===== src/hdl/lcd_pkg.sv =====
package lcd_pkg;

	typedef logic [15:0] word_t;
	typedef logic [3:0]  apb_addr_t;
	typedef logic [31:0] apb_data_t;
	typedef logic [7:0]  ms_t;
	typedef logic [16:0] count_t;

	typedef enum logic [1:0] {
		op_cmd,
		op_data,
		op_delay,
		op_end
	} rom_op_e;

	// Bus word for cmd/data entries, delay length for delay entries
	typedef union packed {
		word_t word;
		struct packed {
			logic [7:0] pad;
			ms_t        ms;
		} dly;
	} rom_arg_u;

	typedef struct packed {
		rom_op_e  op;
		rom_arg_u arg;
	} rom_entry_t;

	// Init sequence holds 44 entries
	localparam int rom_depth = 64;
	typedef logic [$clog2(rom_depth)-1:0] rom_addr_t;

	localparam apb_addr_t reg_ctrl   = 4'h0;
	localparam apb_addr_t reg_color  = 4'h4;
	localparam apb_addr_t reg_count  = 4'h8;
	localparam apb_addr_t reg_status = 4'hc;

	localparam logic [7:0] cmd_data_rw    = 8'h22; // Memory write
	localparam logic [7:0] cmd_test_mode  = 8'h83;
	localparam logic [7:0] cmd_vddd       = 8'h85;
	localparam logic [7:0] cmd_vgs_res1   = 8'h8b;
	localparam logic [7:0] cmd_vgs_res2   = 8'h8c;
	localparam logic [7:0] cmd_pwm0       = 8'h91;
	localparam logic [7:0] cmd_osc1       = 8'h17;
	localparam logic [7:0] cmd_cycle1     = 8'h2b;
	localparam logic [7:0] cmd_pwr1       = 8'h19;
	localparam logic [7:0] cmd_pwr2       = 8'h1a;
	localparam logic [7:0] cmd_pwr3       = 8'h1b;
	localparam logic [7:0] cmd_pwr4       = 8'h1c;
	localparam logic [7:0] cmd_pwr6       = 8'h1e;
	localparam logic [7:0] cmd_vcom       = 8'h1f;
	localparam logic [7:0] cmd_disp2      = 8'h24;
	localparam logic [7:0] cmd_mem_access = 8'h16;
	localparam logic [7:0] cmd_disp_mode  = 8'h01;

	localparam ms_t panel_rst_ms = 8'd1; // Reset low time and settle time

endpackage


===== src/hdl/lcd_ifs.sv =====
`timescale 1ns/1ps

interface lcd_word_if;
	import lcd_pkg::*;

	logic  valid;
	logic  ready;
	logic  is_data; // Drives RS
	word_t word;

	modport src (output valid, output is_data, output word, input ready);
	modport sink (input valid, input is_data, input word, output ready);
endinterface

interface lcd_cmd_if;
	import lcd_pkg::*;

	logic   start_init; // Single-cycle pulses
	logic   start_fill;
	word_t  color;
	count_t fill_count;
	logic   init_done;
	logic   busy;

	modport regs (
		output start_init, start_fill, color, fill_count,
		input  init_done, busy
	);
	modport seq (
		input  start_init, start_fill, color, fill_count,
		output init_done, busy
	);
endinterface


===== src/hdl/lcd_apb_regs.sv =====
`timescale 1ns/1ps

module lcd_apb_regs (
	input  logic               clk,
	input  logic               rst,
	input  logic               psel,
	input  logic               penable,
	input  logic               pwrite,
	input  lcd_pkg::apb_addr_t paddr,
	input  lcd_pkg::apb_data_t pwdata,
	output lcd_pkg::apb_data_t prdata,
	output logic               pready,
	output logic               pslverr,
	lcd_cmd_if.regs            cmd
);
	import lcd_pkg::*;

	logic   access;
	logic   wr_ok;
	logic   mapped;
	logic   cmd_bad;
	logic   err;
	word_t  color_q;
	count_t count_q;
	logic   start_init_q;
	logic   start_fill_q;

	assign access = psel & penable;
	assign mapped = paddr inside {reg_ctrl, reg_color, reg_count, reg_status};

	// Start while busy, or fill before init
	assign cmd_bad = pwrite && (paddr == reg_ctrl) &&
		((|pwdata[1:0] && cmd.busy) || (pwdata[1] && !cmd.init_done));

	assign err     = !mapped || (pwrite && paddr == reg_status) || cmd_bad;
	assign wr_ok   = access & pwrite & ~err;
	assign pready  = 1'b1; // No wait states
	assign pslverr = access & err;

	always_comb begin
		case (paddr)
			reg_color:  prdata = apb_data_t'(color_q);
			reg_count:  prdata = apb_data_t'(count_q);
			reg_status: prdata = apb_data_t'({cmd.busy, cmd.init_done});
			default:    prdata = '0; // CTRL reads as zero
		endcase
	end

	always_ff @(posedge clk or posedge rst) begin
		if (rst) begin
			color_q      <= '0;
			count_q      <= '0;
			start_init_q <= 1'b0;
			start_fill_q <= 1'b0;
		end else begin
			start_init_q <= wr_ok && (paddr == reg_ctrl) && pwdata[0];
			start_fill_q <= wr_ok && (paddr == reg_ctrl) && pwdata[1];
			if (wr_ok && paddr == reg_color)
				color_q <= pwdata[15:0];
			if (wr_ok && paddr == reg_count)
				count_q <= pwdata[16:0];
		end
	end

	assign cmd.start_init = start_init_q;
	assign cmd.start_fill = start_fill_q;
	assign cmd.color      = color_q;
	assign cmd.fill_count = count_q;

endmodule


===== src/hdl/lcd_delay_timer.sv =====
`timescale 1ns/1ps

module lcd_delay_timer #(
	parameter int clks_per_ms = 50000
) (
	input  logic         clk,
	input  logic         rst,
	input  logic         start,
	input  lcd_pkg::ms_t ms,
	output logic         expired
);
	import lcd_pkg::*;

	localparam int pre_w = (clks_per_ms > 2) ? $clog2(clks_per_ms) : 1;
	localparam logic [pre_w-1:0] pre_top   = pre_w'(clks_per_ms - 1);
	localparam logic [pre_w-1:0] pre_first = pre_w'(clks_per_ms - 2); // Start cycle counts

	logic [pre_w-1:0] pre_cnt;
	ms_t              ms_cnt;

	always_ff @(posedge clk or posedge rst) begin
		if (rst) begin
			pre_cnt <= '0;
			ms_cnt  <= '0;
		end else if (start) begin
			pre_cnt <= pre_first;
			ms_cnt  <= ms;
		end else if (ms_cnt != '0) begin
			if (pre_cnt == '0) begin
				pre_cnt <= pre_top; // One ms tick
				ms_cnt  <= ms_cnt - 1'b1;
			end else begin
				pre_cnt <= pre_cnt - 1'b1;
			end
		end
	end

	assign expired = (ms_cnt == '0);

endmodule


===== src/hdl/lcd_init_rom.sv =====
`timescale 1ns/1ps

module lcd_init_rom (
	input  lcd_pkg::rom_addr_t  addr,
	output lcd_pkg::rom_entry_t entry
);
	import lcd_pkg::*;

	function automatic rom_entry_t w_cmd(input logic [7:0] code);
		rom_entry_t e;
		e.op       = op_cmd;
		e.arg.word = {8'h00, code};
		return e;
	endfunction

	function automatic rom_entry_t w_data(input logic [7:0] value);
		rom_entry_t e;
		e.op       = op_data;
		e.arg.word = {8'h00, value};
		return e;
	endfunction

	function automatic rom_entry_t w_delay(input ms_t len);
		rom_entry_t e;
		e.op           = op_delay;
		e.arg.dly.pad  = '0;
		e.arg.dly.ms   = len;
		return e;
	endfunction

	always_comb begin
		case (addr)
			0:  entry = w_cmd(cmd_test_mode);
			1:  entry = w_data(8'h02); // Test mode on
			2:  entry = w_cmd(cmd_vddd);
			3:  entry = w_data(8'h03);
			4:  entry = w_cmd(cmd_vgs_res1);
			5:  entry = w_data(8'h01);
			6:  entry = w_cmd(cmd_vgs_res2);
			7:  entry = w_data(8'h93);
			8:  entry = w_cmd(cmd_pwm0);
			9:  entry = w_data(8'h01);
			10: entry = w_cmd(cmd_test_mode);
			11: entry = w_data(8'h00); // Test mode off
			12: entry = w_cmd(cmd_osc1);
			13: entry = w_data(8'h91);
			14: entry = w_cmd(cmd_cycle1);
			15: entry = w_data(8'hf9);
			16: entry = w_delay(8'd10);
			17: entry = w_cmd(cmd_pwr3);
			18: entry = w_data(8'h14);
			19: entry = w_cmd(cmd_pwr2);
			20: entry = w_data(8'h11);
			21: entry = w_cmd(cmd_pwr4);
			22: entry = w_data(8'h06);
			23: entry = w_cmd(cmd_vcom);
			24: entry = w_data(8'h42);
			25: entry = w_delay(8'd20);
			26: entry = w_cmd(cmd_pwr1);
			27: entry = w_data(8'h0a);
			28: entry = w_cmd(cmd_pwr1);
			29: entry = w_data(8'h1a);
			30: entry = w_delay(8'd40);
			31: entry = w_cmd(cmd_pwr1);
			32: entry = w_data(8'h12);
			33: entry = w_delay(8'd40);
			34: entry = w_cmd(cmd_pwr6);
			35: entry = w_data(8'h27);
			36: entry = w_delay(8'd100);
			37: entry = w_cmd(cmd_disp2); // Display on
			38: entry = w_data(8'h38);
			39: entry = w_cmd(cmd_mem_access);
			40: entry = w_data(8'h1c);
			41: entry = w_cmd(cmd_disp_mode);
			42: entry = w_data(8'h06);
			default: entry = '{op: op_end, arg: '0};
		endcase
	end

endmodule


===== src/hdl/lcd_bus_writer.sv =====
`timescale 1ns/1ps

module lcd_bus_writer (
	input  logic           clk,
	input  logic           rst,
	lcd_word_if.sink       bus,
	output lcd_pkg::word_t lcd_data,
	output logic           lcd_rs,
	output logic           lcd_wr,
	output logic           lcd_cs
);
	typedef enum logic [1:0] {
		w_idle,
		w_strobe,
		w_hold
	} wr_state_e;

	wr_state_e state;
	logic      accept;

	assign bus.ready = (state == w_idle); // One word in flight
	assign accept    = bus.valid & bus.ready;

	always_ff @(posedge clk or posedge rst) begin
		if (rst) begin
			state  <= w_idle;
			lcd_cs <= 1'b1;
			lcd_wr <= 1'b1;
			lcd_rs <= 1'b1;
		end else begin
			case (state)
				w_idle: begin
					if (accept) begin
						lcd_cs <= 1'b0;
						lcd_wr <= 1'b0;
						lcd_rs <= bus.is_data;
						state  <= w_strobe;
					end
				end
				w_strobe: begin
					lcd_wr <= 1'b1; // Panel latches on this edge
					state  <= w_hold;
				end
				w_hold: begin
					lcd_cs <= 1'b1;
					state  <= w_idle;
				end
				default: state <= w_idle;
			endcase
		end
	end

	always_ff @(posedge clk) begin
		if (accept)
			lcd_data <= bus.word;
	end

endmodule


===== src/hdl/lcd_sequencer.sv =====
`timescale 1ns/1ps

module lcd_sequencer (
	input  logic                clk,
	input  logic                rst,
	lcd_cmd_if.seq              cmd,
	lcd_word_if.src             bus,
	output lcd_pkg::rom_addr_t  rom_addr,
	input  lcd_pkg::rom_entry_t rom_entry,
	output logic                tmr_start,
	output lcd_pkg::ms_t        tmr_ms,
	input  logic                tmr_expired,
	output logic                lcd_rst
);
	import lcd_pkg::*;

	typedef enum logic [2:0] {
		s_idle,
		s_rst_low,
		s_rst_wait,
		s_rom_issue,
		s_rom_send,
		s_rom_wait,
		s_fill,
		s_drain
	} state_e;

	state_e state;
	logic   valid_q;
	logic   is_data_q;
	word_t  word_q;
	count_t remaining;
	logic   init_done_q;
	logic   xfer;
	logic   tmr_done;
	logic   last_word;

	assign xfer     = bus.valid & bus.ready;
	assign tmr_done = tmr_expired & ~tmr_start; // Expired is stale in the start cycle

	// Command word with zero count ends the fill at once
	assign last_word = is_data_q ? (remaining == count_t'(1)) : (remaining == '0);

	always_ff @(posedge clk or posedge rst) begin
		if (rst) begin
			state       <= s_idle;
			valid_q     <= 1'b0;
			tmr_start   <= 1'b0;
			lcd_rst     <= 1'b1;
			init_done_q <= 1'b0;
		end else begin
			tmr_start <= 1'b0;
			case (state)
				s_idle: begin
					if (cmd.start_init) begin
						lcd_rst     <= 1'b0;
						init_done_q <= 1'b0;
						tmr_start   <= 1'b1;
						state       <= s_rst_low;
					end else if (cmd.start_fill) begin
						valid_q <= 1'b1;
						state   <= s_fill;
					end
				end
				s_rst_low: begin
					if (tmr_done) begin
						lcd_rst   <= 1'b1;
						tmr_start <= 1'b1;
						state     <= s_rst_wait;
					end
				end
				s_rst_wait: if (tmr_done) state <= s_rom_issue;
				s_rom_issue: begin
					case (rom_entry.op)
						op_cmd, op_data: begin
							valid_q <= 1'b1;
							state   <= s_rom_send;
						end
						op_delay: begin
							tmr_start <= 1'b1;
							state     <= s_rom_wait;
						end
						default: begin
							init_done_q <= 1'b1;
							state       <= s_drain;
						end
					endcase
				end
				s_rom_send: begin
					if (xfer) begin
						valid_q <= 1'b0;
						state   <= s_rom_issue;
					end
				end
				s_rom_wait: if (tmr_done) state <= s_rom_issue;
				s_fill: begin
					if (xfer && last_word) begin
						valid_q <= 1'b0;
						state   <= s_drain;
					end
				end
				s_drain: if (bus.ready) state <= s_idle; // Last write leaves the pins
				default: state <= s_idle;
			endcase
		end
	end

	always_ff @(posedge clk) begin
		case (state)
			s_idle: begin
				is_data_q <= 1'b0;
				word_q    <= {8'h00, cmd_data_rw};
				remaining <= cmd.fill_count;
				tmr_ms    <= panel_rst_ms;
			end
			s_rst_wait: rom_addr <= '0;
			s_rom_issue: begin
				is_data_q <= (rom_entry.op == op_data);
				word_q    <= rom_entry.arg.word;
				tmr_ms    <= rom_entry.arg.dly.ms;
			end
			s_rom_send: if (xfer) rom_addr <= rom_addr + 1'b1;
			s_rom_wait: if (tmr_done) rom_addr <= rom_addr + 1'b1;
			s_fill: begin
				if (xfer) begin
					if (is_data_q) begin
						remaining <= remaining - 1'b1;
					end else begin
						is_data_q <= 1'b1;
						word_q    <= cmd.color; // Held for all pixels
					end
				end
			end
			default: ;
		endcase
	end

	assign bus.valid     = valid_q;
	assign bus.is_data   = is_data_q;
	assign bus.word      = word_q;
	assign cmd.busy      = (state != s_idle);
	assign cmd.init_done = init_done_q;

endmodule


===== src/hdl/lcd_top.sv =====
`timescale 1ns/1ps

module lcd_top #(
	parameter int clks_per_ms = 50000
) (
	input  logic               clk,
	input  logic               rst,
	input  logic               psel,
	input  logic               penable,
	input  logic               pwrite,
	input  lcd_pkg::apb_addr_t paddr,
	input  lcd_pkg::apb_data_t pwdata,
	output lcd_pkg::apb_data_t prdata,
	output logic               pready,
	output logic               pslverr,
	output lcd_pkg::word_t     lcd_data,
	output logic               lcd_rs,
	output logic               lcd_wr,
	output logic               lcd_cs,
	output logic               lcd_rst
);
	import lcd_pkg::*;

	rom_addr_t  rom_addr;
	rom_entry_t rom_entry;
	logic       tmr_start;
	ms_t        tmr_ms;
	logic       tmr_expired;

	lcd_word_if word_bus ();
	lcd_cmd_if  cmd_bus ();

	lcd_apb_regs lcd_apb_regs_i (
		.clk     (clk),
		.rst     (rst),
		.psel    (psel),
		.penable (penable),
		.pwrite  (pwrite),
		.paddr   (paddr),
		.pwdata  (pwdata),
		.prdata  (prdata),
		.pready  (pready),
		.pslverr (pslverr),
		.cmd     (cmd_bus.regs)
	);

	lcd_sequencer lcd_sequencer_i (
		.clk         (clk),
		.rst         (rst),
		.cmd         (cmd_bus.seq),
		.bus         (word_bus.src),
		.rom_addr    (rom_addr),
		.rom_entry   (rom_entry),
		.tmr_start   (tmr_start),
		.tmr_ms      (tmr_ms),
		.tmr_expired (tmr_expired),
		.lcd_rst     (lcd_rst)
	);

	lcd_delay_timer #(
		.clks_per_ms (clks_per_ms)
	) lcd_delay_timer_i (
		.clk     (clk),
		.rst     (rst),
		.start   (tmr_start),
		.ms      (tmr_ms),
		.expired (tmr_expired)
	);

	lcd_init_rom lcd_init_rom_i (
		.addr  (rom_addr),
		.entry (rom_entry)
	);

	lcd_bus_writer lcd_bus_writer_i (
		.clk      (clk),
		.rst      (rst),
		.bus      (word_bus.sink),
		.lcd_data (lcd_data),
		.lcd_rs   (lcd_rs),
		.lcd_wr   (lcd_wr),
		.lcd_cs   (lcd_cs)
	);

endmodule


===== config.mk =====
export PLATFORM = sky130hd
export DESIGN_NAME = lcd_top
export DESIGN_NICKNAME = d
export VERILOG_FILES = /design/src/hdl/lcd_pkg.sv /design/src/hdl/lcd_ifs.sv /design/src/hdl/lcd_apb_regs.sv /design/src/hdl/lcd_delay_timer.sv /design/src/hdl/lcd_init_rom.sv /design/src/hdl/lcd_bus_writer.sv /design/src/hdl/lcd_sequencer.sv /design/src/hdl/lcd_top.sv
export SDC_FILE = /design/constraint.sdc
export NUM_CORES = 1
export LEC_CHECK = 0
export BUFFER_PORTS_ARGS = -buffer_cell sky130_fd_sc_hd__buf_2
export CORE_UTILIZATION = 25
export DETAILED_ROUTE_END_ITERATION = 7
export SETUP_SLACK_MARGIN = 0.02
export SLEW_MARGIN = 20
export SYNTH_ARGS = -nofsm -noshare
export SYNTH_HDL_FRONTEND = slang
export SYNTH_SLANG_ARGS = --single-unit

===== constraint.sdc =====
create_clock -name clk -period 3.3 [get_ports clk]
set_input_delay 0.165 -clock clk [delete_from_list [all_inputs] [get_ports clk]]
set_output_delay 0.165 -clock clk [all_outputs]
set_load 0.02 [all_outputs]

==> results_dict.tcl, run 1 <==
set metrics [dict create \
    gp_congestion 0.841 \
    hold_depth 2 \
    clk_pin_slew_ns 0.06 \
    grt_first_pass_wirelength_mm 30.2 \
    synth.yosys.warnings 0 \
    place_ws_ns 0.107 \
    fin_crit_sh_pct 95.6 \
    fin_crit_ns 3.15 \
    start_util_pct 25.6 \
    cts_tree "built" \
    ys_async_sr_fraction_pct 49.0 \
    cp_max_fo 9 \
    cts_root_buffer "clkbuf_16" \
    ant_nets 0 \
    clk_latency_ns 0.42 \
    drt_wl_total_mm 18.6 \
    cp-start-kind "flip-flop" \
    ys_top_cells_by_area "edfxtp_1 26%, dfrtp_1 23%, mux2_2 5.6%" \
    numPortBuffers 63 \
    antenna_found_initial 1 \
    rows 62 \
    mappedNetlistArea_mm2 0.00742 \
    hold_viol 0 \
    met1_length_mm 8.46 \
    synth_area_leader_cell "edfxtp_1" \
    design.core.area_mm2 0.0289 \
    tightestPinTransition_ns 0.853 \
    top_layer "met4" \
    r2r_slack_ns 0.15 \
    power.internal_mw 4.87 \
    p_total_mw 7.87 \
    grt_usage_pct 12.6 \
    synth_flop_cell "dfrtp_1" \
    die_h_um 174 \
    finClkSkew_ns 0.00989 \
    synth-edff-count 64 \
    finish.utilization_pct 31.2 \
    power.density_mw_per_mm2 871 \
    ys_seq_area_share_pct 52.6 \
    status "finished clean" \
    synthTopCellsByCount "68 x nand2_1, 67 x dfrtp_1, 64 x edfxtp_1" \
    p_clk_share_pct 24.2 \
    grt.overflow.total 0 \
    switching_share_pct 38.2 \
    drv_cap 0 \
    synth_cells 703 \
    syn_avg_cell_area_um2 10.6 \
    slew_headroom_pct 43.1 \
    grt_pass1_vias 5655 \
    synth_seq_cells 145 \
    wl_per_cell_um 15.5 \
    viasPerCell 4.75 \
    critPathRequiredTime_ns 3.63 \
    dr_wl_met3_um 825 \
    crit_arrival_ns 3.48 \
    dp_hpwl_mm 13.2 \
    die_x_um 174 \
    post_route_cells_drive_above_1_share_pct 23.9 \
    peakVddDrop_mv 0.380 \
    yosysMostFrequentCell "nand2_1" \
    tns_ns 0 \
    switching_power_mw 3.00 \
    p_comb_share_pct 38.6 \
    synth_top_area_share_pct 25.9 \
    fmax_mhz 317 \
    pwr-share-seq_pct 37.2 \
    worstHoldPathType "input port to flip-flop" \
    cts_setup_buffers 0 \
    slew_violations 0 \
    htreeDepth 4 \
    vias 5691 \
    holdWs_ns 0.0184 \
    dr.first_iter.drc_count 593 \
    pin_count 95 \
    dieArea_mm2 0.0304 \
    crit_type "flip-flop to flip-flop" \
    rsz0062_at_grt "yes" \
    nets 856 \
    drc 0 \
    cts.sinks 145 \
    grt_max_degree 48 \
    setup_viol 0 \
    syn2layout_area_growth_pct 21.8 \
    endpoint_kind "flip-flop" \
    reg2reg_depth 8 \
    drtPass1Iterations 5 \
    wl_met2_mm 8.94 \
    synth_cell_type_count 73 \
    ctsLongestPathBuffers 2 \
    fin_ws_ns 0.146 \
    cts_buffers 17 \
    p_leak_nw 3.83 \
]
through the flow:
stage	cell area (um^2)	cells
after floorplan	7470	717
after global placement	8290	1151
after detailed placement	8290	1151
after CTS	9010	1196
after global routing	9040	1198
final	9040	1198
cell usage in the layout (no fill, tap or decap), types with 4 or more instances in the layout:
cell type      Yosys  layout
a22o_1            17      17
a21o_1             8       8
clkbuf_16          0      18
or3_1              7       7
o211ai_1           8       8
o21ai_1            1       5
o211a_1            4       4
and2_1             9       9
and3_1            14      14
xor2_1             9       9
conb_1             2      16
ha_1              15      14
a22oi_1            4       4
clkinvlp_4         0       4
o21ai_0           47      43
nand2b_1           4       4
dfstp_2            4       4
clkinv_2           0       5
mux2_2            37      37
nor4_1            13      13
dfxtp_1           10      10
buf_4             18      38
edfxtp_1          64      64
inv_1             23      22
dlygate4sd3_1      0      14
nand3_1           18      18
buf_2              8      63
xnor2_1           16      16
nor3_1            14      14
a31oi_1            8       8
dfrtp_1           67      67
nor2_1            61      61
a21oi_1           27      27
a211o_1            5       5
nand2_1           68      68
mux2i_1            6       6
kinds of logic after synthesis:
kind of cell | after synthesis | synth area share, %
buffers and inverters | 77 | 5.04
XOR/XNOR | 25 | 2.95
AND/OR/NAND/NOR | 230 | 14.9
multiplexers | 44 | 6.63
flip-flops | 145 | 52.6
other | 2 | 0.101
adder cells (fa/ha/maj) | 15 | 2.53
AO/OA/AOI/OAI | 165 | 15.3
power groups by stage:
stage | logic [mW] | clock network [mW] | registers [mW]
6_report | 3.04 | 1.91 | 2.92
5_1_grt | 3.37 | 2.03 | 2.99
4_1_cts | 3.00 | 1.94 | 2.93
3_5_place_dp | 2.97 | 0 | 2.96
3_3_place_gp | 2.94 | 0 | 2.94
2_1_floorplan | 2.05 | 0 | 2.95
per-layer routing:
metal	GRT usage, %	vias up
met1	16.6	2790
met2	20.1	153
met5	0	-
met4	5.48	0
li1	-	2726
met3	2.27	22
critical path, stage by stage, from the launching register on:
cell and delay, ns:
dfrtp_1 0.42, or4_1 0.67, o31a_1 0.43, a211oi_2 0.24
or2_0 0.52, buf_4 0.27, mux2i_1 0.20, o22ai_1 0.10
a32oi_1 0.21
state kept, by name, indices dropped and copies added (netlist names), 2 cells and up:
| register | count |
|---|---|
| lcd_apb_regs_i.cmd.fill_count | 17 |
| lcd_sequencer_i.remaining | 17 |
| lcd_apb_regs_i.cmd.color | 16 |
| lcd_bus_writer_i.lcd_data | 16 |
| lcd_delay_timer_i.pre_cnt | 16 |
| lcd_sequencer_i.bus.word | 16 |
| lcd_init_rom_i.entry | 10 |
| lcd_delay_timer_i.ms_cnt | 8 |
| lcd_sequencer_i.tmr_ms | 8 |
| lcd_sequencer_i.rom_addr | 6 |
| lcd_sequencer_i.state | 3 |
| lcd_bus_writer_i.state | 2 |
final timing paths:
check                                                        startpoint                                      endpoint
worst max-delay path            lcd_delay_timer_i.ms_cnt[4]$_DFFE_PP0P_              lcd_init_rom_i.entry[16]$_DFF_P_
worst min-delay path                                          pwdata[6]       lcd_apb_regs_i.cmd.color[6]$_DFFE_PP0P_
worst max register to register  lcd_delay_timer_i.ms_cnt[4]$_DFFE_PP0P_              lcd_init_rom_i.entry[16]$_DFF_P_
worst min register to register    lcd_sequencer_i.bus.word[5]$_DFFE_PP_        lcd_bus_writer_i.lcd_data[5]$_DFFE_PP_
max in group asynchronous                                           rst       lcd_delay_timer_i.ms_cnt[0]$_DFFE_PP0P_
min in group asynchronous                                           rst  lcd_apb_regs_i.cmd.fill_count[7]$_DFFE_PP0P_
timing repair:
action                                  in CTS  in global routing
endpoints found under the setup margin       0                  7
hold buffers                                13                  1
resized for setup                            0                  5
hold endpoints to repair                    24                 41
cell type report:
cell class              instances  area (um^2)
diodes                          1         2.50
clock buffers                  19          454
clock inverters                13          134
fillers                      2937        19900
inverters                      26         98.8
multi-input cells             495         3230
flip-flops and latches        145         3900
well taps                     384          480
repair buffers                115          741
Note: power is estimated with default switching activity, not from simulation.
==> inputs of run 2 (changes only) <==
CTS_BUF_LIST = sky130_fd_sc_hd__clkbuf_16   (was default)
GPL_TIMING_DRIVEN = 0   (was default)
==> results_dict.tcl, run 2 (synthesis results as in run 1) <==
set metrics [dict create \
    endpoint_kind "flip-flop" \
    fin_crit_sh_pct 96.9 \
    slew_headroom_pct 31.0 \
    cts_tree "built" \
    post_route_cells_drive_above_1_share_pct 24.5 \
    final_cell_mix "70 x buf_2, 66 x nand2_1, 66 x dfrtp_1" \
    path_cells "buf_2, or3_1, a21oi_1, o31ai_1, a211o_1, nor2_1, nand2_1, clkbuf_2, mux2_2" \
    rows 62 \
    p_leak_nw 3.91 \
    cp_slowest_cell "or3_1" \
    final-seq-area_mm2 0.00391 \
    antenna_found_initial 3 \
    hold_depth 2 \
    p_total_mw 8.33 \
    htreeDepth 4 \
    slew_violations 0 \
    slowest_delay_ns 0.44 \
    finish.utilization_pct 32.1 \
    peakVddDrop_mv 0.438 \
    finClkSkew_ns 0.00977 \
    r2r-start "lcd_sequencer_i.state[0]$_DFFE_PP0P_" \
    n_fill_cell 2885 \
    worstHoldPathType "input port to flip-flop" \
    multi_input_area_mm2 0.00330 \
    grt_max_degree 48 \
    grt_usage_pct 12.6 \
    hp-start "pwdata[7]" \
    reg2reg_depth 9 \
    cts_buffers 17 \
    holdWs_ns 0.0123 \
    gp_congestion 0.868 \
    wl_per_cell_um 15.5 \
    ctsLongestPathBuffers 2 \
    setup_viol 0 \
    syn2layout_area_growth_pct 25.3 \
    final_common_cell "buf_2" \
    rsz0062_at_grt "yes" \
    cts.sinks 145 \
    nets 875 \
    grt_pass1_vias 5570 \
    r2r-end "lcd_apb_regs_i.cmd.color[4]$_DFFE_PP0P_" \
    power.density_mw_per_mm2 896 \
    tightestPinTransition_ns 1.03 \
    numPortBuffers 62 \
    ant_nets 0 \
    drc 0 \
    r2r_slack_ns 0.10 \
    dr.first_iter.drc_count 414 \
    crit_arrival_ns 3.50 \
    drt_wl_total_mm 18.8 \
    drv_cap 0 \
    fin_crit_ns 3.20 \
    grt.overflow.total 0 \
    crit_type "flip-flop to flip-flop" \
    start_util_pct 25.6 \
    die_x_um 174 \
    clk_pin_slew_ns 0.06 \
    hold_viol 0 \
    vias 5771 \
    grt_first_pass_wirelength_mm 30.2 \
    stdcell_count 1218 \
    design.core.area_mm2 0.0289 \
    cp-start-kind "flip-flop" \
    min_to "lcd_apb_regs_i.cmd.fill_count[7]$_DFFE_PP0P_" \
    drtPass1Iterations 5 \
    viasPerCell 4.74 \
    dieArea_mm2 0.0304 \
    dp_hpwl_mm 13.7 \
    critPathRequiredTime_ns 3.60 \
    status "finished clean" \
    clk_latency_ns 0.42 \
    cts_root_buffer "clkbuf_16" \
    die_h_um 174 \
    pin_count 95 \
    fmax_mhz 313 \
    dp_cells 1166 \
    cp_max_fo 10 \
]
-- run 2: cell count changes in the layout (fill, tap and decap cells not counted), sizes merged --
cell         previous run  this run
clkbuf                 19        39
bufinv                  2         7
clkinvlp                4         1
buf                   101        99
diode                   1         2
dlygate4sd3            14        13
-- run 2: power by group --
| part | leakage, nW | switching (mW) | internal (mW) |
|---|---|---|---|
| Clock | 0.334 | 0.748 | 1.49 |
| Combinational | 1.99 | 2.02 | 1.17 |
| Sequential | 1.59 | 0.325 | 2.57 |
| Total | 3.91 | 3.10 | 5.23 |
-- run 2: worst max path at each step --
stage / cells past startpoint / endpoint / from
6_report: 9 / lcd_apb_regs_i.cmd.color[4]$_DFFE_PP0P_ / lcd_sequencer_i.state[0]$_DFFE_PP0P_
5_1_grt: 10 / lcd_init_rom_i.entry[17]$_DFF_P_ / lcd_delay_timer_i.ms_cnt[3]$_DFFE_PP0P_
4_1_cts: 10 / lcd_init_rom_i.entry[1]$_DFF_P_ / lcd_delay_timer_i.ms_cnt[3]$_DFFE_PP0P_
3_5_place_dp: 12 / lcd_init_rom_i.entry[1]$_DFF_P_ / lcd_delay_timer_i.ms_cnt[0]$_DFFE_PP0P_
3_3_place_gp: 12 / lcd_init_rom_i.entry[1]$_DFF_P_ / lcd_delay_timer_i.ms_cnt[0]$_DFFE_PP0P_
2_1_floorplan: 11 / lcd_init_rom_i.entry[1]$_DFF_P_ / lcd_delay_timer_i.ms_cnt[3]$_DFFE_PP0P_
-- run 2: cell type report --
class	count	share of cell area [%]
tap	384	5.17
sequential	145	42.0
clock buffer	17	4.58
inverter	26	1.12
timing repair buffer	85	5.84
buffer	49	2.92
clock inverter	15	2.81
multi-input combinational	495	35.5
antenna	2	0.0538
-- run 2: metal layers --
metal  wire length (um)  vias up  global-route usage [%]
li1                   -     2772                       -
met1               8630     2816                    17.0
met2               8860      146                    19.8
met3                860       35                    2.54
met4                469        2                    4.97
met5                 13        -                       0
-- run 2: critical path, delay by kind of cell, from the launching register on --
kind | cells | cell delay [ns]
and+or+nand+nor | 3 | 1.20
muxes | 1 | 0.34
buffers and inverters | 2 | 0.57
AOI/OAI and AO/OA | 3 | 0.61
DFF | 1 | 0.35
-- run 2: through the flow --
stage                     area, um^2  setup slack, ns  setup TNS, ns
after floorplan                 7470           0.0787              0
after global routing            9290          0.00278              0
final                           9300            0.103              0
after global placement          8260           -0.440         -12.66
after detailed placement        8330           -0.441          -1.18
after CTS                       9210           0.0404              0
-- run 2: what timing repair did --
| action | CTS | global route |
|---|---|---|
| hold buffers | 13 | 0 |
| gates resized for setup | 9 | 18 |
| endpoints found under the setup margin | 9 | 22 |
| pin swaps | 3 | 0 |
| setup buffers | 4 | 3 |
| endpoints found under the hold margin | 45 | 0 |
==> inputs of run 3 (changes only) <==
CORE_ASPECT_RATIO = 1.2   (was default)
==> results_dict.tcl, run 3 (synthesis results as in run 1) <==
set metrics [dict create \
    status "finished clean" \
    reg2reg_depth 10 \
    dp_hpwl_mm 13.9 \
    ctsLongestPathBuffers 2 \
    switching_share_pct 39.0 \
    stdcell_count 1209 \
    post_route_cells_drive_above_1_share_pct 24.5 \
    cts_tree "built" \
    htreeDepth 4 \
    slew_violations 0 \
    numPortBuffers 62 \
    grt_max_degree 55 \
    rsz0062_at_grt "yes" \
    cts_root_buffer "clkbuf_16" \
    final_common_cell "buf_2" \
    gp_congestion 0.853 \
    p_leak_nw 3.87 \
    r2r_slack_ns 0.15 \
    finClkSkew_ns 0.0115 \
    fin_crit_sh_pct 95.5 \
    dieArea_mm2 0.0304 \
    cts_buffers 17 \
    ant_nets 0 \
    drv_cap 0 \
    start_util_pct 25.6 \
    tightestPinTransition_ns 0.834 \
    cp_slowest_cell "or4_1" \
    r2r-start "lcd_delay_timer_i.ms_cnt[3]$_DFFE_PP0P_" \
    wl_per_cell_um 15.8 \
    crit_type "flip-flop to flip-flop" \
    cts.sinks 145 \
    hold_viol 0 \
    switching_power_mw 3.13 \
    peakVddDrop_mv 0.323 \
    die_h_um 191 \
    critPathRequiredTime_ns 3.57 \
    endpoint_kind "flip-flop" \
    power.density_mw_per_mm2 876 \
    grt_usage_pct 12.7 \
    grt_first_pass_wirelength_mm 30.5 \
    timing.critical_path.buf_inv 1 \
    path_cells "or4_1, buf_2, o31ai_4, a21boi_2, a22o_4, ha_4, nor3b_1, a211o_1, o211a_1, a311o_1" \
    clk_latency_ns 0.41 \
    setup_viol 0 \
    die_x_um 159 \
    rows 68 \
    viasPerCell 4.72 \
    pin_count 95 \
    holdWs_ns 0.0109 \
    drt_wl_total_mm 19.1 \
    vias 5704 \
    endpoint "lcd_init_rom_i.entry[1]$_DFF_P_" \
    syn2layout_area_growth_pct 23.6 \
    n_antenna_cell 0 \
    drtPass1Iterations 5 \
    slowest_delay_ns 0.52 \
    nets 867 \
    slew_headroom_pct 44.2 \
    drc 0 \
    power.internal_mw 4.91 \
    p_total_mw 8.04 \
    dp_cells 1168 \
    crit_arrival_ns 3.42 \
    clk_pin_slew_ns 0.06 \
    p_comb_share_pct 39.5 \
    design.core.area_mm2 0.0290 \
    antenna_found_initial 2 \
    crit_start "lcd_delay_timer_i.ms_cnt[3]$_DFFE_PP0P_" \
    r2r-end "lcd_init_rom_i.entry[1]$_DFF_P_" \
    place_ws_ns -0.489 \
    p_clk_share_pct 24.4 \
    pwr-share-seq_pct 36.2 \
    cp-start-kind "flip-flop" \
    cp_top_family "compound AO/OA/AOI/OAI gates" \
    cp_max_fo 7 \
    worstHoldPathType "input port to flip-flop" \
    fin_ws_ns 0.149 \
    fmax_mhz 317 \
    grt.overflow.total 0 \
    dr.first_iter.drc_count 367 \
    fin_crit_ns 3.15 \
    final_cell_mix "70 x buf_2, 66 x dfrtp_1, 65 x nand2_1" \
    grt_pass1_vias 5574 \
    cp_num_cells 10 \
]
[run 3: area by class of cell]
class	count	area, um^2
repair buffers	78	479
fillers	2902	19800
clock buffers	22	551
well taps	385	482
plain buffers	48	269
multi-input cells	495	3320
clock inverters	10	65.1
inverters	26	100
flip-flops and latches	145	3910
[run 3: timing repair]
item                       in CTS  in global routing
setup buffers                   2                  2
hold buffers                    8                  0
resized for setup               9                 20
hold endpoints to repair       30                  0
setup endpoints to repair       9                 27
pin swaps                       3                  2
[run 3: metal layers]
layer | up-vias | routed length, um | global-route usage [%]
met5 | - | 10 | 0
met4 | 2 | 316 | 3.85
met3 | 23 | 696 | 2.31
met2 | 154 | 9600 | 22.0
met1 | 2771 | 8430 | 16.0
li1 | 2754 | - | -
[run 3: power groups by stage]
stage          Combinational [mW]  Clock (mW)  Sequential, mW
2_1_floorplan                2.05           0            2.95
3_3_place_gp                 2.92           0            2.94
3_5_place_dp                 2.97           0            2.94
4_1_cts                      3.06        1.98            2.91
5_1_grt                      3.51        2.06            2.97
6_report                     3.17        1.96            2.91
[run 3: per-stage QoR]
step	cell area, um^2	setup TNS [ns]	util [%]
floorplan	7470	0	-
global placement	8260	-13.97	28.5
detailed placement	8340	-1.41	28.7
CTS	9090	0	31.3
global route	9170	0	31.6
finish	9170	0	31.6
[run 3: worst min-delay path by stage]
stage / from / endpoint / slack (ns) / cells past startpoint
3_5_place_dp: rst / lcd_apb_regs_i.cmd.color[15]$_DFFE_PP0P_ / 0.14 / 2
2_1_floorplan: pwdata[10] / lcd_apb_regs_i.cmd.color[10]$_DFFE_PP0P_ / 0.32 / 1
4_1_cts: pwdata[14] / lcd_apb_regs_i.cmd.fill_count[14]$_DFFE_PP0P_ / 0.0005 / 2
6_report: pwdata[12] / lcd_apb_regs_i.cmd.color[12]$_DFFE_PP0P_ / 0.01 / 2
3_3_place_gp: lcd_sequencer_i.bus.word[3]$_DFFE_PP_ / lcd_bus_writer_i.lcd_data[3]$_DFFE_PP_ / 0.40 / 0
5_1_grt: pwdata[15] / lcd_apb_regs_i.cmd.color[15]$_DFFE_PP0P_ / 0.006 / 2
